<file path="config.mk">
export PLATFORM = sky130hd
export DESIGN_NAME = ex_cluster
export DESIGN_NICKNAME = d
export VERILOG_FILES = /design/src/ex_pkg.sv /design/src/ex_result_if.sv /design/src/alu_lane.sv /design/src/bru_lane.sv /design/src/wb_merge.sv /design/src/ex_cluster.sv
export SDC_FILE = /design/constraint.sdc
export NUM_CORES = 2
export LEC_CHECK = 0
export BUFFER_PORTS_ARGS = -buffer_cell sky130_fd_sc_hd__buf_2
export CELL_PAD_IN_SITES_DETAIL_PLACEMENT = 1
export CELL_PAD_IN_SITES_GLOBAL_PLACEMENT = 2
export CORE_MARGIN = 2
export CORE_UTILIZATION = 25
export CTS_CLUSTER_SIZE = 10
export DETAILED_ROUTE_END_ITERATION = 7
export PLACE_DENSITY = 0.58
export SLEW_MARGIN = 15
export SYNTH_ARGS = -nofsm -noshare
export SYNTH_HDL_FRONTEND = slang
export SYNTH_SLANG_ARGS = --single-unit
</file>
<file path="constraint.sdc">
create_clock -name clk -period 7.3 [get_ports clk]
set_clock_uncertainty 0.2 [all_clocks]
set_input_delay 1.095 -clock clk [delete_from_list [all_inputs] [get_ports clk]]
set_output_delay 1.095 -clock clk [all_outputs]
set_load 0.05 [all_outputs]
</file>
<file path="src/ex_pkg.sv">
`default_nettype none

package ex_pkg;

   parameter int XLEN = 32;                       // Integer datapath width

   typedef logic [XLEN-1:0] word_t;               // Operand or result value
   typedef logic [31:0]     pc_t;                 // Instruction address
   typedef logic [5:0]      rob_id_t;             // Reorder buffer slot
   typedef logic [5:0]      preg_t;               // Physical destination register

   typedef logic [3:0] alu_op_t;                  // ALU opcode
   typedef logic [2:0] bru_op_t;                  // Branch opcode

   // ALU opcodes, shifts take opb[4:0]
   localparam alu_op_t ALU_ADD  = 4'd0;
   localparam alu_op_t ALU_SUB  = 4'd1;
   localparam alu_op_t ALU_AND  = 4'd2;
   localparam alu_op_t ALU_OR   = 4'd3;
   localparam alu_op_t ALU_XOR  = 4'd4;
   localparam alu_op_t ALU_SLL  = 4'd5;
   localparam alu_op_t ALU_SRL  = 4'd6;
   localparam alu_op_t ALU_SRA  = 4'd7;
   localparam alu_op_t ALU_SLT  = 4'd8;           // Signed compare
   localparam alu_op_t ALU_SLTU = 4'd9;           // Unsigned compare

   // Conditional codes follow funct3, jumps fill the gaps
   localparam bru_op_t BRU_BEQ  = 3'd0;
   localparam bru_op_t BRU_BNE  = 3'd1;
   localparam bru_op_t BRU_JAL  = 3'd2;
   localparam bru_op_t BRU_JALR = 3'd3;
   localparam bru_op_t BRU_BLT  = 3'd4;
   localparam bru_op_t BRU_BGE  = 3'd5;
   localparam bru_op_t BRU_BLTU = 3'd6;
   localparam bru_op_t BRU_BGEU = 3'd7;

endpackage

`default_nettype wire

</file>
<file path="src/ex_result_if.sv">
`timescale 1ns/100ps
`default_nettype none

interface ex_result_if
   import ex_pkg::*;
(
   input logic clk
);
   logic    res_valid;                            // Result beat, costs one credit
   rob_id_t res_rob_id;
   preg_t   res_prd;
   logic    res_prd_we;
   word_t   res_data;
   logic    res_mispred;                          // Branch lane only
   pc_t     res_redirect_pc;
   logic    res_credit;                           // One buffer slot freed

   modport source
   (
      input  clk,
      output res_valid, res_rob_id, res_prd, res_prd_we, res_data, res_mispred,
      output res_redirect_pc,
      input  res_credit
   );

   modport sink
   (
      input  clk,
      input  res_valid, res_rob_id, res_prd, res_prd_we, res_data, res_mispred,
      input  res_redirect_pc,
      output res_credit
   );

endinterface

`default_nettype wire

</file>
<file path="src/alu_lane.sv">
`timescale 1ns/100ps
`default_nettype none

module alu_lane
   import ex_pkg::*;
#(
   parameter int LANE_QDEPTH = 4,
   parameter int MERGE_DEPTH = 2
)
(
   input  logic        clk,
   input  logic        arst_n,
   input  logic        issue_valid,
   input  alu_op_t     issue_op,
   input  word_t       issue_opa,
   input  word_t       issue_opb,
   input  rob_id_t     issue_rob_id,
   input  preg_t       issue_prd,
   input  logic        issue_prd_we,
   output logic        issue_credit,
   ex_result_if.source res
);
   localparam int QPW = (LANE_QDEPTH > 1) ? $clog2(LANE_QDEPTH) : 1;
   localparam int QCW = $clog2(LANE_QDEPTH + 1);
   localparam int CCW = $clog2(MERGE_DEPTH + 1);

   alu_op_t q_op  [LANE_QDEPTH];                  // Issue queue payload
   word_t   q_opa [LANE_QDEPTH];
   word_t   q_opb [LANE_QDEPTH];
   rob_id_t q_rob [LANE_QDEPTH];
   preg_t   q_prd [LANE_QDEPTH];
   logic    q_we  [LANE_QDEPTH];

   logic [QPW-1:0] wr_ptr;
   logic [QPW-1:0] rd_ptr;
   logic [QCW-1:0] q_cnt;                         // Occupied queue entries
   logic [CCW-1:0] out_cred;                      // Free merge buffer slots
   logic           deq;
   word_t          head_a;
   word_t          head_b;
   logic [4:0]     shamt;
   word_t          alu_y;

   // Head leaves only when the merge has room for it
   assign deq    = (q_cnt != '0) && (out_cred != '0);
   assign head_a = q_opa[rd_ptr];
   assign head_b = q_opb[rd_ptr];
   assign shamt  = head_b[4:0];                   // Low 5 bits only

   always_comb
   begin
      case (q_op[rd_ptr])
         ALU_ADD:  alu_y = head_a + head_b;
         ALU_SUB:  alu_y = head_a - head_b;
         ALU_AND:  alu_y = head_a & head_b;
         ALU_OR:   alu_y = head_a | head_b;
         ALU_XOR:  alu_y = head_a ^ head_b;
         ALU_SLL:  alu_y = head_a << shamt;
         ALU_SRL:  alu_y = head_a >> shamt;
         ALU_SRA:  alu_y = word_t'($signed(head_a) >>> shamt);   // Sign fill
         ALU_SLT:  alu_y = word_t'($signed(head_a) < $signed(head_b));
         ALU_SLTU: alu_y = word_t'(head_a < head_b);
         default:  alu_y = '0;                    // Unused codes
      endcase
   end

   always_ff @(posedge clk)
   begin
      if (issue_valid)
      begin
         q_op[wr_ptr]  <= issue_op;
         q_opa[wr_ptr] <= issue_opa;
         q_opb[wr_ptr] <= issue_opb;
         q_rob[wr_ptr] <= issue_rob_id;
         q_prd[wr_ptr] <= issue_prd;
         q_we[wr_ptr]  <= issue_prd_we;
      end
   end

   always_ff @(posedge clk or negedge arst_n)
   begin
      if (!arst_n)
      begin
         wr_ptr        <= '0;
         rd_ptr        <= '0;
         q_cnt         <= '0;
         out_cred      <= CCW'(MERGE_DEPTH);      // Merge starts empty
         res.res_valid <= 1'b0;
         issue_credit  <= 1'b0;
      end
      else
      begin
         if (issue_valid)
            wr_ptr <= (wr_ptr == QPW'(LANE_QDEPTH - 1)) ? '0 : wr_ptr + 1'b1;
         if (deq)
            rd_ptr <= (rd_ptr == QPW'(LANE_QDEPTH - 1)) ? '0 : rd_ptr + 1'b1;
         q_cnt         <= q_cnt + QCW'(issue_valid) - QCW'(deq);
         out_cred      <= out_cred - CCW'(deq) + CCW'(res.res_credit);
         res.res_valid <= deq;
         issue_credit  <= deq;                    // Queue slot back to issuer
      end
   end

   always_ff @(posedge clk)
   begin
      if (deq)
      begin
         res.res_data   <= alu_y;
         res.res_rob_id <= q_rob[rd_ptr];
         res.res_prd    <= q_prd[rd_ptr];
         res.res_prd_we <= q_we[rd_ptr];
      end
   end

   assign res.res_mispred     = 1'b0;             // ALU never redirects
   assign res.res_redirect_pc = '0;

endmodule

`default_nettype wire

</file>
<file path="src/bru_lane.sv">
`timescale 1ns/100ps
`default_nettype none

module bru_lane
   import ex_pkg::*;
#(
   parameter int LANE_QDEPTH = 4,
   parameter int MERGE_DEPTH = 2
)
(
   input  logic        clk,
   input  logic        arst_n,
   input  logic        issue_valid,
   input  bru_op_t     issue_op,
   input  word_t       issue_opa,
   input  word_t       issue_opb,
   input  word_t       issue_imm,
   input  pc_t         issue_pc,
   input  logic        issue_pred_taken,
   input  pc_t         issue_pred_tgt,
   input  rob_id_t     issue_rob_id,
   input  preg_t       issue_prd,
   input  logic        issue_prd_we,
   output logic        issue_credit,
   ex_result_if.source res
);
   localparam int QPW = (LANE_QDEPTH > 1) ? $clog2(LANE_QDEPTH) : 1;
   localparam int QCW = $clog2(LANE_QDEPTH + 1);
   localparam int CCW = $clog2(MERGE_DEPTH + 1);

   bru_op_t q_op    [LANE_QDEPTH];
   word_t   q_opa   [LANE_QDEPTH];
   word_t   q_opb   [LANE_QDEPTH];
   word_t   q_imm   [LANE_QDEPTH];
   pc_t     q_pc    [LANE_QDEPTH];
   logic    q_ptkn  [LANE_QDEPTH];                // Predicted direction
   pc_t     q_ptgt  [LANE_QDEPTH];                // Predicted target
   rob_id_t q_rob   [LANE_QDEPTH];
   preg_t   q_prd   [LANE_QDEPTH];
   logic    q_we    [LANE_QDEPTH];

   logic [QPW-1:0] wr_ptr;
   logic [QPW-1:0] rd_ptr;
   logic [QCW-1:0] q_cnt;
   logic [CCW-1:0] out_cred;                      // Free merge buffer slots
   logic           deq;
   bru_op_t        h_op;
   word_t          h_a;
   word_t          h_b;
   logic           taken;
   pc_t            target;
   pc_t            link;                          // Fall-through pc

   assign deq  = (q_cnt != '0) && (out_cred != '0);
   assign h_op = q_op[rd_ptr];
   assign h_a  = q_opa[rd_ptr];
   assign h_b  = q_opb[rd_ptr];
   assign link = q_pc[rd_ptr] + 32'd4;

   // jalr target from register, bit 0 dropped
   assign target = (h_op == BRU_JALR) ? ((h_a + q_imm[rd_ptr]) & ~32'd1)
                                      : q_pc[rd_ptr] + q_imm[rd_ptr];

   always_comb
   begin
      case (h_op)
         BRU_BEQ:  taken = (h_a == h_b);
         BRU_BNE:  taken = (h_a != h_b);
         BRU_BLT:  taken = ($signed(h_a) < $signed(h_b));
         BRU_BGE:  taken = ($signed(h_a) >= $signed(h_b));
         BRU_BLTU: taken = (h_a < h_b);
         BRU_BGEU: taken = (h_a >= h_b);
         default:  taken = 1'b1;                  // jal and jalr
      endcase
   end

   always_ff @(posedge clk)
   begin
      if (issue_valid)
      begin
         q_op[wr_ptr]   <= issue_op;
         q_opa[wr_ptr]  <= issue_opa;
         q_opb[wr_ptr]  <= issue_opb;
         q_imm[wr_ptr]  <= issue_imm;
         q_pc[wr_ptr]   <= issue_pc;
         q_ptkn[wr_ptr] <= issue_pred_taken;
         q_ptgt[wr_ptr] <= issue_pred_tgt;
         q_rob[wr_ptr]  <= issue_rob_id;
         q_prd[wr_ptr]  <= issue_prd;
         q_we[wr_ptr]   <= issue_prd_we;
      end
   end

   always_ff @(posedge clk or negedge arst_n)
   begin
      if (!arst_n)
      begin
         wr_ptr        <= '0;
         rd_ptr        <= '0;
         q_cnt         <= '0;
         out_cred      <= CCW'(MERGE_DEPTH);
         res.res_valid <= 1'b0;
         issue_credit  <= 1'b0;
      end
      else
      begin
         if (issue_valid)
            wr_ptr <= (wr_ptr == QPW'(LANE_QDEPTH - 1)) ? '0 : wr_ptr + 1'b1;
         if (deq)
            rd_ptr <= (rd_ptr == QPW'(LANE_QDEPTH - 1)) ? '0 : rd_ptr + 1'b1;
         q_cnt         <= q_cnt + QCW'(issue_valid) - QCW'(deq);
         out_cred      <= out_cred - CCW'(deq) + CCW'(res.res_credit);
         res.res_valid <= deq;
         issue_credit  <= deq;
      end
   end

   always_ff @(posedge clk)
   begin
      if (deq)
      begin
         res.res_data        <= (h_op == BRU_JAL || h_op == BRU_JALR) ? link : '0;
         // Wrong direction, or taken to the wrong place
         res.res_mispred     <= (taken != q_ptkn[rd_ptr]) ||
                                (taken && (target != q_ptgt[rd_ptr]));
         res.res_redirect_pc <= taken ? target : link;
         res.res_rob_id      <= q_rob[rd_ptr];
         res.res_prd         <= q_prd[rd_ptr];
         res.res_prd_we      <= q_we[rd_ptr];
      end
   end

endmodule

`default_nettype wire

</file>
<file path="src/wb_merge.sv">
`timescale 1ns/100ps
`default_nettype none

module wb_merge
   import ex_pkg::*;
#(
   parameter int MERGE_DEPTH = 2,
   parameter int WB_CREDITS  = 4
)
(
   input  logic      clk,
   input  logic      arst_n,
   ex_result_if.sink alu_res,
   ex_result_if.sink bru_res,
   output logic      wb_valid,
   output rob_id_t   wb_rob_id,
   output preg_t     wb_prd,
   output logic      wb_prd_we,
   output word_t     wb_data,
   output logic      wb_mispred,
   output pc_t       wb_redirect_pc,
   input  logic      wb_credit
);
   localparam int ENT_W = $bits(rob_id_t) + $bits(preg_t) + 1 + $bits(word_t) + 1
                        + $bits(pc_t);            // Packed result entry
   localparam int BPW   = (MERGE_DEPTH > 1) ? $clog2(MERGE_DEPTH) : 1;
   localparam int BCW   = $clog2(MERGE_DEPTH + 1);
   localparam int WCW   = $clog2(WB_CREDITS + 1);

   logic [1:0]       in_valid;                    // Bit 0 ALU, bit 1 branch
   logic [ENT_W-1:0] in_ent   [2];
   logic [ENT_W-1:0] head_ent [2];
   logic [1:0]       not_empty;
   logic [1:0]       grant;
   logic             last_bru;                    // Branch lane won last
   logic [WCW-1:0]   wb_cred;                     // Outbound credits held
   logic             can_send;

   assign in_valid  = {bru_res.res_valid, alu_res.res_valid};
   assign in_ent[0] = {alu_res.res_rob_id, alu_res.res_prd, alu_res.res_prd_we,
                       alu_res.res_data, alu_res.res_mispred, alu_res.res_redirect_pc};
   assign in_ent[1] = {bru_res.res_rob_id, bru_res.res_prd, bru_res.res_prd_we,
                       bru_res.res_data, bru_res.res_mispred, bru_res.res_redirect_pc};

   for (genvar i = 0; i < 2; i++)
   begin : g_buf
      logic [ENT_W-1:0] mem [MERGE_DEPTH];        // Per-lane result FIFO
      logic [BPW-1:0]   wr_ptr;
      logic [BPW-1:0]   rd_ptr;
      logic [BCW-1:0]   cnt;

      always_ff @(posedge clk)
      begin
         if (in_valid[i])
            mem[wr_ptr] <= in_ent[i];
      end

      always_ff @(posedge clk or negedge arst_n)
      begin
         if (!arst_n)
         begin
            wr_ptr <= '0;
            rd_ptr <= '0;
            cnt    <= '0;
         end
         else
         begin
            if (in_valid[i])
               wr_ptr <= (wr_ptr == BPW'(MERGE_DEPTH - 1)) ? '0 : wr_ptr + 1'b1;
            if (grant[i])
               rd_ptr <= (rd_ptr == BPW'(MERGE_DEPTH - 1)) ? '0 : rd_ptr + 1'b1;
            cnt <= cnt + BCW'(in_valid[i]) - BCW'(grant[i]);
         end
      end

      assign head_ent[i]  = mem[rd_ptr];
      assign not_empty[i] = (cnt != '0);
   end

   // Round robin, other lane wins a tie
   assign can_send = (wb_cred != '0);
   assign grant[0] = can_send && not_empty[0] && (!not_empty[1] || last_bru);
   assign grant[1] = can_send && not_empty[1] && (!not_empty[0] || !last_bru);

   always_ff @(posedge clk or negedge arst_n)
   begin
      if (!arst_n)
      begin
         wb_valid           <= 1'b0;
         wb_cred            <= WCW'(WB_CREDITS);
         last_bru           <= 1'b1;              // ALU first after reset
         alu_res.res_credit <= 1'b0;
         bru_res.res_credit <= 1'b0;
      end
      else
      begin
         wb_valid           <= |grant;
         wb_cred            <= wb_cred - WCW'(|grant) + WCW'(wb_credit);
         alu_res.res_credit <= grant[0];          // Slot freed this edge
         bru_res.res_credit <= grant[1];
         if (|grant)
            last_bru <= grant[1];
      end
   end

   always_ff @(posedge clk)
   begin
      if (|grant)
         {wb_rob_id, wb_prd, wb_prd_we, wb_data, wb_mispred, wb_redirect_pc} <=
            grant[1] ? head_ent[1] : head_ent[0];
   end

endmodule

`default_nettype wire

</file>
<file path="src/ex_cluster.sv">
`timescale 1ns/100ps
`default_nettype none

module ex_cluster
   import ex_pkg::*;
#(
   parameter int LANE_QDEPTH = 4,                 // Issue credits per lane
   parameter int MERGE_DEPTH = 2,                 // Merge slots per lane
   parameter int WB_CREDITS  = 4                  // Writeback credits
)
(
   input  logic    clk,
   input  logic    arst_n,
   // ALU issue
   input  logic    alu_issue_valid,
   input  alu_op_t alu_issue_op,
   input  word_t   alu_issue_opa,
   input  word_t   alu_issue_opb,
   input  rob_id_t alu_issue_rob_id,
   input  preg_t   alu_issue_prd,
   input  logic    alu_issue_prd_we,
   output logic    alu_credit,
   // Branch issue
   input  logic    bru_issue_valid,
   input  bru_op_t bru_issue_op,
   input  word_t   bru_issue_opa,
   input  word_t   bru_issue_opb,
   input  word_t   bru_issue_imm,
   input  pc_t     bru_issue_pc,
   input  logic    bru_issue_pred_taken,
   input  pc_t     bru_issue_pred_tgt,
   input  rob_id_t bru_issue_rob_id,
   input  preg_t   bru_issue_prd,
   input  logic    bru_issue_prd_we,
   output logic    bru_credit,
   // To ROB and register file
   output logic    wb_valid,
   output rob_id_t wb_rob_id,
   output preg_t   wb_prd,
   output logic    wb_prd_we,
   output word_t   wb_data,
   output logic    wb_mispred,
   output pc_t     wb_redirect_pc,
   input  logic    wb_credit
);

   ex_result_if u_alu_res (.clk(clk));            // ALU lane to merge
   ex_result_if u_bru_res (.clk(clk));            // Branch lane to merge

   alu_lane #(
      .LANE_QDEPTH (LANE_QDEPTH),
      .MERGE_DEPTH (MERGE_DEPTH)
   ) u_alu_lane (
      .clk          (clk),
      .arst_n       (arst_n),
      .issue_valid  (alu_issue_valid),
      .issue_op     (alu_issue_op),
      .issue_opa    (alu_issue_opa),
      .issue_opb    (alu_issue_opb),
      .issue_rob_id (alu_issue_rob_id),
      .issue_prd    (alu_issue_prd),
      .issue_prd_we (alu_issue_prd_we),
      .issue_credit (alu_credit),
      .res          (u_alu_res.source)
   );

   bru_lane #(
      .LANE_QDEPTH (LANE_QDEPTH),
      .MERGE_DEPTH (MERGE_DEPTH)
   ) u_bru_lane (
      .clk              (clk),
      .arst_n           (arst_n),
      .issue_valid      (bru_issue_valid),
      .issue_op         (bru_issue_op),
      .issue_opa        (bru_issue_opa),
      .issue_opb        (bru_issue_opb),
      .issue_imm        (bru_issue_imm),
      .issue_pc         (bru_issue_pc),
      .issue_pred_taken (bru_issue_pred_taken),
      .issue_pred_tgt   (bru_issue_pred_tgt),
      .issue_rob_id     (bru_issue_rob_id),
      .issue_prd        (bru_issue_prd),
      .issue_prd_we     (bru_issue_prd_we),
      .issue_credit     (bru_credit),
      .res              (u_bru_res.source)
   );

   wb_merge #(
      .MERGE_DEPTH (MERGE_DEPTH),
      .WB_CREDITS  (WB_CREDITS)
   ) u_wb_merge (
      .clk            (clk),
      .arst_n         (arst_n),
      .alu_res        (u_alu_res.sink),
      .bru_res        (u_bru_res.sink),
      .wb_valid       (wb_valid),
      .wb_rob_id      (wb_rob_id),
      .wb_prd         (wb_prd),
      .wb_prd_we      (wb_prd_we),
      .wb_data        (wb_data),
      .wb_mispred     (wb_mispred),
      .wb_redirect_pc (wb_redirect_pc),
      .wb_credit      (wb_credit)
   );

endmodule

`default_nettype wire

</file>
======== After elaboration in Yosys (flattened, before gate mapping) ========
Memory sizes are Yosys's and may differ from the RTL's. A register that Yosys moved wholly into a read port is not among the register bits.
Index checks and enable logic that the tools add are counted.
operators by class
  mux-type cells .......................... 21
  bitwise logic cells ..................... 3
  add/subtract/negate cells ............... 27
  reductions and logical operators ........ 24
  equal/unequal tests ..................... 24
  order comparisons ....................... 6
  shift operators ......................... 3
operators with widths
  kind                                                              number
  32-bit one-hot mux with 10 select lines                           1
  32-bit less-than comparator                                       4
  32-bit adder                                                      3
  78-bit 2-to-1 mux                                                 1
  32-bit >= comparator                                              2
  32-bit 2-to-1 mux                                                 2
  32-bit inequality test                                            2
  32-bit by 3-bit adder with 32-bit output (second input constant)  1
  32-bit bitwise AND                                                1
  32-bit == test                                                    1
  32-bit OR                                                         1
  32-bit by 5-bit left shift with 32-bit output                     1
  32-bit by 5-bit right shift with 32-bit output                    1
  32-bit by 5-bit >>> shifter with 32-bit output                    1
  32-bit subtractor                                                 1
  32-bit XOR                                                        1
  4-bit by 3-bit == test with 1-bit output (second input constant)  4
  3-bit == test (second input constant)                             4
  1-bit 2-to-1 mux                                                  12
  3-bit by 1-bit adder with 3-bit output                            3
  3-bit nonzero test                                                3
  3-bit by 1-bit subtractor with 3-bit output                       3
  2-bit by 1-bit adder with 2-bit output                            4
  2-bit by 1-bit adder with 2-bit output (second input constant)    4
  18 further kinds                                                  47
word-level totals
  output and inout port bits .............. 81
  memories ................................ 18
  register bits after elaboration ......... 210
  RAM bits ................................ 1278
memories
  name                     words  width  read ports  clocked after memory_dff  wr ports  line            RTL
  u_wb_merge.g_buf[1].mem  2      78     1           0                         1         wb_merge.sv:47  logic [ENT_W-1:0] mem [MERGE_DEPTH];
  u_alu_lane.q_opa         4      32     1           0                         1         alu_lane.sv:28  word_t q_opa [LANE_QDEPTH];
  u_alu_lane.q_opb         4      32     1           0                         1         alu_lane.sv:29  word_t q_opb [LANE_QDEPTH];
  u_bru_lane.q_imm         4      32     1           0                         1         bru_lane.sv:34  word_t q_imm [LANE_QDEPTH];
  u_bru_lane.q_opa         4      32     1           0                         1         bru_lane.sv:32  word_t q_opa [LANE_QDEPTH];
  u_bru_lane.q_opb         4      32     1           0                         1         bru_lane.sv:33  word_t q_opb [LANE_QDEPTH];
  12 more memories         n/a    n/a    n/a         n/a                       n/a       n/a

======== Longest topological paths before layout ========
  depth in word-level cells ............... 7
  depth in mapped cells ................... 24
  gate-level depth less buffers ........... 17

======== Modules after synthesis ========
Synthesis repeated with hierarchy kept, for this count alone.
unflattened totals
  cell total of the unflattened synthesis .. 4777
  area total of the unflattened synthesis .. 73177.7 um^2
by module, submodules not included
  module    sequential area each (um^2)  area an instance (um^2)  instances  cells an instance
  bru_lane  23854.1                      35607.9                  1          2140
  alu_lane  11332.1                      22551.6                  1          1931
  wb_merge  12089.1                      15018.2                  1          706

======== Worst setup path before layout ========
Ideal clock, no wire load.
  path type ............................... reg-to-reg
  start ................................... register u_bru_lane.rd_ptr[0]
  end ..................................... register u_bru_lane.res.res_mispred, data pin
  required time ........................... 6.834 ns
  stages on the path, launching flop included .. 25
  setup slack ............................. 0.404 ns
  arrival ................................. 6.430 ns
  library setup time ...................... 0.266 ns
  path buffers ............................ 10
  period minus slack after synthesis ...... 6.896 ns
  cell sequence ........................... dfrtp_1 > buf_6 > buf_6 > buf_2 > buf_2 > buf_2 > buf_2 > buf_2 > buf_2 > buf_2 > mux4_2 > ha_1 > clkbuf_1 > a21o_1 > a2111oi_0 > nand2_1 > nor4_1 > nor2_1 > a21oi_1 > xnor2_1 > o2111ai_1 > a211o_1 > or4_1 > nor4_2 > a31oi_1
between the ends
  word-level cells in the longest chain between the ends .. 6
  elaborated cells on any way between the ends .. 28
  those cells by class .................... 2 x add/sub; 4 x order compare; 10 x eq/ne; 2 x mux; 3 x reduce/logical; 7 x memory
RTL lines
  element                                    line                RTL
  from (decl)                                bru_lane.sv:43      logic [QPW-1:0] rd_ptr;
  from (signal assigned)                     bru_lane.sv:110     rd_ptr <= (rd_ptr == QPW'(LANE_QDEPTH - 1)) ? '0 : rd_ptr + 1'b1;
  memory 4 x 32 bit (tied with other cells)  n/a
  32-bit adder (tied with other cells)       bru_lane.sv:62      : q_pc[rd_ptr] + q_imm[rd_ptr];
  32-bit 2-to-1 mux                          bru_lane.sv:61      assign target = (h_op == BRU_JALR) ? ((h_a + q_imm[rd_ptr]) & ~32'd1)
  32-bit inequality test                     bru_lane.sv:125     (taken && (target != q_ptgt[rd_ptr]));
  1-bit logical AND                          bru_lane.sv:125
  1-bit logical OR (*)                       bru_lane.sv:124     res.res_mispred <= (taken != q_ptkn[rd_ptr]) ||
  to (signal assigned)                       bru_lane.sv:124
  to (decl)                                  ex_result_if.sv:21  output res_valid, res_rob_id, res_prd, res_prd_we, res_data, res_mispred,
Every way passes the cells marked *; elsewhere a longest branch is shown, timed or not.
A chain may end at the register's enable or synchronous reset.

======== Worst setup path after layout ========
Ends and elaborated chain as after synthesis.

==> impl_metrics.tcl <==
set metrics [dict create \
    grt_pass1_vias 43027 \
    p_seq_share_pct 44.2 \
    fmax_mhz 155 \
    htreeDepth 4 \
    dieHeight_um 526 \
    tightestPinTransition_ns 1.25 \
    synth-seq-cells 1514 \
    p_leak_nw 26.5 \
    path_clk_slew_ns 0.06 \
    cp-end-kind "register" \
    min_path_type "register to register" \
    crit_top_cell "o21ai_0" \
    netlist_area_mm2 0.0682 \
    drt-vias-per-instance 4.74 \
    ir_drop_uv 187 \
    cp.arrival_ns 6.81 \
    fin_crit_sh_pct 88.2 \
    final_antenna_net_count 0 \
    num-nets-final 5381 \
    avgSynthCellArea_um2 15.2 \
    setup.worst_path.class "register to register" \
    top_layer "met5" \
    path_cells "buf_4 -> mux4_2 -> fa_1 -> a21oi_1 -> o21ai_0 -> a211oi_1 -> o21ai_0 -> a2111oi_0 -> nor3_1 -> xor2_1 -> mux2i_1 -> xnor2_1 -> or4_1 -> nor4_2 -> a31oi_1" \
    io_pins 344 \
    remaining_drc_errors 0 \
    root_buffer "clkbuf_16" \
    rows 191 \
    synth_nets 4983 \
    final.setup.tns_ns 0 \
    synth_top_area_share_pct 65.2 \
    routed_wirelength_um 229000 \
    antenna_found_initial 65 \
    comb_power_share_pct 23.0 \
    cts_resized 0 \
    critPathMaxFanout 37 \
    status "complete, no violations" \
    die_width_um 526 \
    dieArea_mm2 0.277 \
    final_hold_viol_count 0 \
    slew_headroom_pct 17.0 \
    clk_latency_ns 0.86 \
    vias 40547 \
    met1_length_um 100000 \
    met3_length_um 9400 \
    maxCapViolations 0 \
    instances_no_fill 8557 \
    ys.flop_type "edfxtp_1" \
    p_per_area_mw_per_mm2 310 \
    tritoncts "done" \
    syn_inst 4498 \
    cts_setup_buffers 0 \
    grt_max_degree 124 \
    p_switching_mw 7.49 \
    ys_async_sr_fraction_pct 2.31 \
    critPathLaunchType "register" \
    start_util_pct 25.1 \
    setup_viol 0 \
    synth_seq_area_share_pct 66.5 \
    gp_congestion 0.889 \
    cts.sinks 1514 \
    coreArea_mm2 0.271 \
    slew_viol_final 0 \
    first_iter_violations 3000 \
    grt_use_total_pct 16.2 \
    ys_types 83 \
    rsz0062_at_grt "false" \
    dp.cells 8281 \
    synth.area.top_cells "edfxtp_1, mux4_2, ha_1, a21oi_1, mux2i_1" \
    grt_pass1_wl_um 325000 \
    cts_made_buffers 183 \
    hold_buffers 0 \
    hold_ws_ns 0.159 \
    crit_path_top_delay_cell "dfrtp_4" \
    drive_above_1_share_pct 19.1 \
    power_frac_clock_pct 32.8 \
    drtPass1Iterations 5 \
    port_buffers 343 \
    synth_edf_count 1479 \
    yosys_warnings 0 \
    crit_required_ns 7.67 \
    syn2layout_area_growth_pct 16.6 \
    dr_wl_met2_um 115000 \
    slowest_delay_ns 1.00 \
    fin_crit_ns 6.44 \
    cell_internal_pwr_mw 17.1 \
    ctsLongestPathBuffers 4 \
    dp_hpwl_um 166000 \
    wl_per_cell_um 26.8 \
    overflow 0 \
    swShare_pct 30.4 \
    yosys.area.top_type "edfxtp_1" \
]
[state kept, by name (all words and copies together), names as in the netlist, 128 cells and up]
register	cells
u_wb_merge.g_buf.mem	246
u_alu_lane.q_opa	128
u_alu_lane.q_opb	128
u_bru_lane.q_imm	128
u_bru_lane.q_opa	128
u_bru_lane.q_opb	128
u_bru_lane.q_pc	128
u_bru_lane.q_ptgt	128
[per-layer routing]
layer / up-vias / track usage [%]
met5: - / 0
met4: 34 / 3.81
met3: 313 / 2.53
met2: 895 / 28.1
met1: 21047 / 21.0
li1: 18258 / -
[area by class of cell]
type | instances | area, um^2
Tap cell | 3570 | 4470
Sequential cell | 1514 | 45300
Antenna cell | 9 | 22.5
Clock buffer | 247 | 4890
Multi-Input combinational cell | 2581 | 21400
Fill cell | 28819 | 192000
Inverter | 175 | 658
Timing Repair Buffer | 441 | 2580
Clock inverter | 20 | 161
[cell families after synthesis]
kind of cell | share of synthesized area, %
DFF | 66.5
muxes | 10.6
xor gates and xnor gates | 2.15
buffers and inverters | 2.32
adders and majority gates | 4.15
and+or+nand+nor | 5.85
AOI/OAI and AO/OA | 8.49
[stage by stage]
step / util (%) / setup slack, ns / power (mW) / cell area [um^2]
CTS: 29.3 / 0.849 / 24.9 / 79400
floorplan: - / 0.404 / 14.5 / 68200
detailed placement: 27.4 / 0.869 / 16.8 / 74400
global route: 29.3 / 0.400 / 25.7 / 79400
global placement: 27.4 / 0.972 / 16.7 / 74400
finish: 29.3 / 0.864 / 24.6 / 79500
[cell usage in the layout, fill, tap and decap left out, types with 93 or more instances in the layout]
master     count
inv_1        170
o21ai_0      194
mux4_2       247
ha_1         215
a211oi_1     105
clkbuf_16    186
buf_2        343
edfxtp_1    1479
nor2_1       321
mux2i_1      139
xnor2_1       93
nand2_1      249
a21oi_1      286
[worst max-delay path, delay by kind of cell (launching register included)]
| kind | cells | cell delay (ns) |
|---|---|---|
| XOR/XNOR | 2 | 0.31 |
| adder cells (fa/ha/maj) | 1 | 0.44 |
| AND/OR/NAND/NOR | 3 | 0.97 |
| AO/OA/AOI/OAI | 6 | 1.86 |
| flip-flops | 1 | 1.00 |
| buffers and inverters | 1 | 0.45 |
| multiplexers | 2 | 0.89 |
[worst paths after layout]
kind | end | slack (ns) | startpoint | cells past startpoint
min in group asynchronous | u_bru_lane.rd_ptr[0] | 0.17 | arst_n | 2
hold reg to reg | u_wb_merge.g_buf[0].mem[0][15] | 0.16 | u_alu_lane.res.res_data[15] | 0
max in group asynchronous | u_alu_lane.rd_ptr[0] | 6.05 | arst_n | 2
hold / removal | u_wb_merge.g_buf[0].mem[0][15] | 0.16 | u_alu_lane.res.res_data[15] | 0
setup / recovery | u_bru_lane.res.res_mispred | 0.86 | u_bru_lane.rd_ptr[0] | 15
setup reg to reg | u_bru_lane.res.res_mispred | 0.86 | u_bru_lane.rd_ptr[0] | 15
[power groups by stage]
stage               registers [mW]  clock network (mW)  logic, mW
floorplan                     11.1                   0       3.42
global placement              11.0                   0       5.71
detailed placement            11.1                   0       5.70
CTS                           10.9                8.32       5.72
global route                  11.0                8.59       6.14
finish                        10.9                8.06       5.67
[cell usage after synthesis (17+ instances only)]
master	count
a22oi_1	20
o31ai_1	17
nand2_1	250
o21bai_1	17
o22ai_1	19
clkbuf_1	151
a21o_1	47
mux2i_1	139
a211oi_1	105
buf_1	43
a31oi_1	24
o21a_1	19
nand3_1	49
mux4_2	247
xor2_1	69
o211ai_1	25
a221oi_1	17
edfxtp_1	1479
o21ai_0	195
nor2b_1	58
nand4_1	26
ha_1	215
xnor2_1	93
a21oi_1	286
nor2_1	322
dfrtp_1	31
buf_2	29
o221ai_1	23
nand2b_1	25
and2_1	20
inv_1	172
nor3_1	60
No activity file was read; power rests on OpenSTA's default activity.
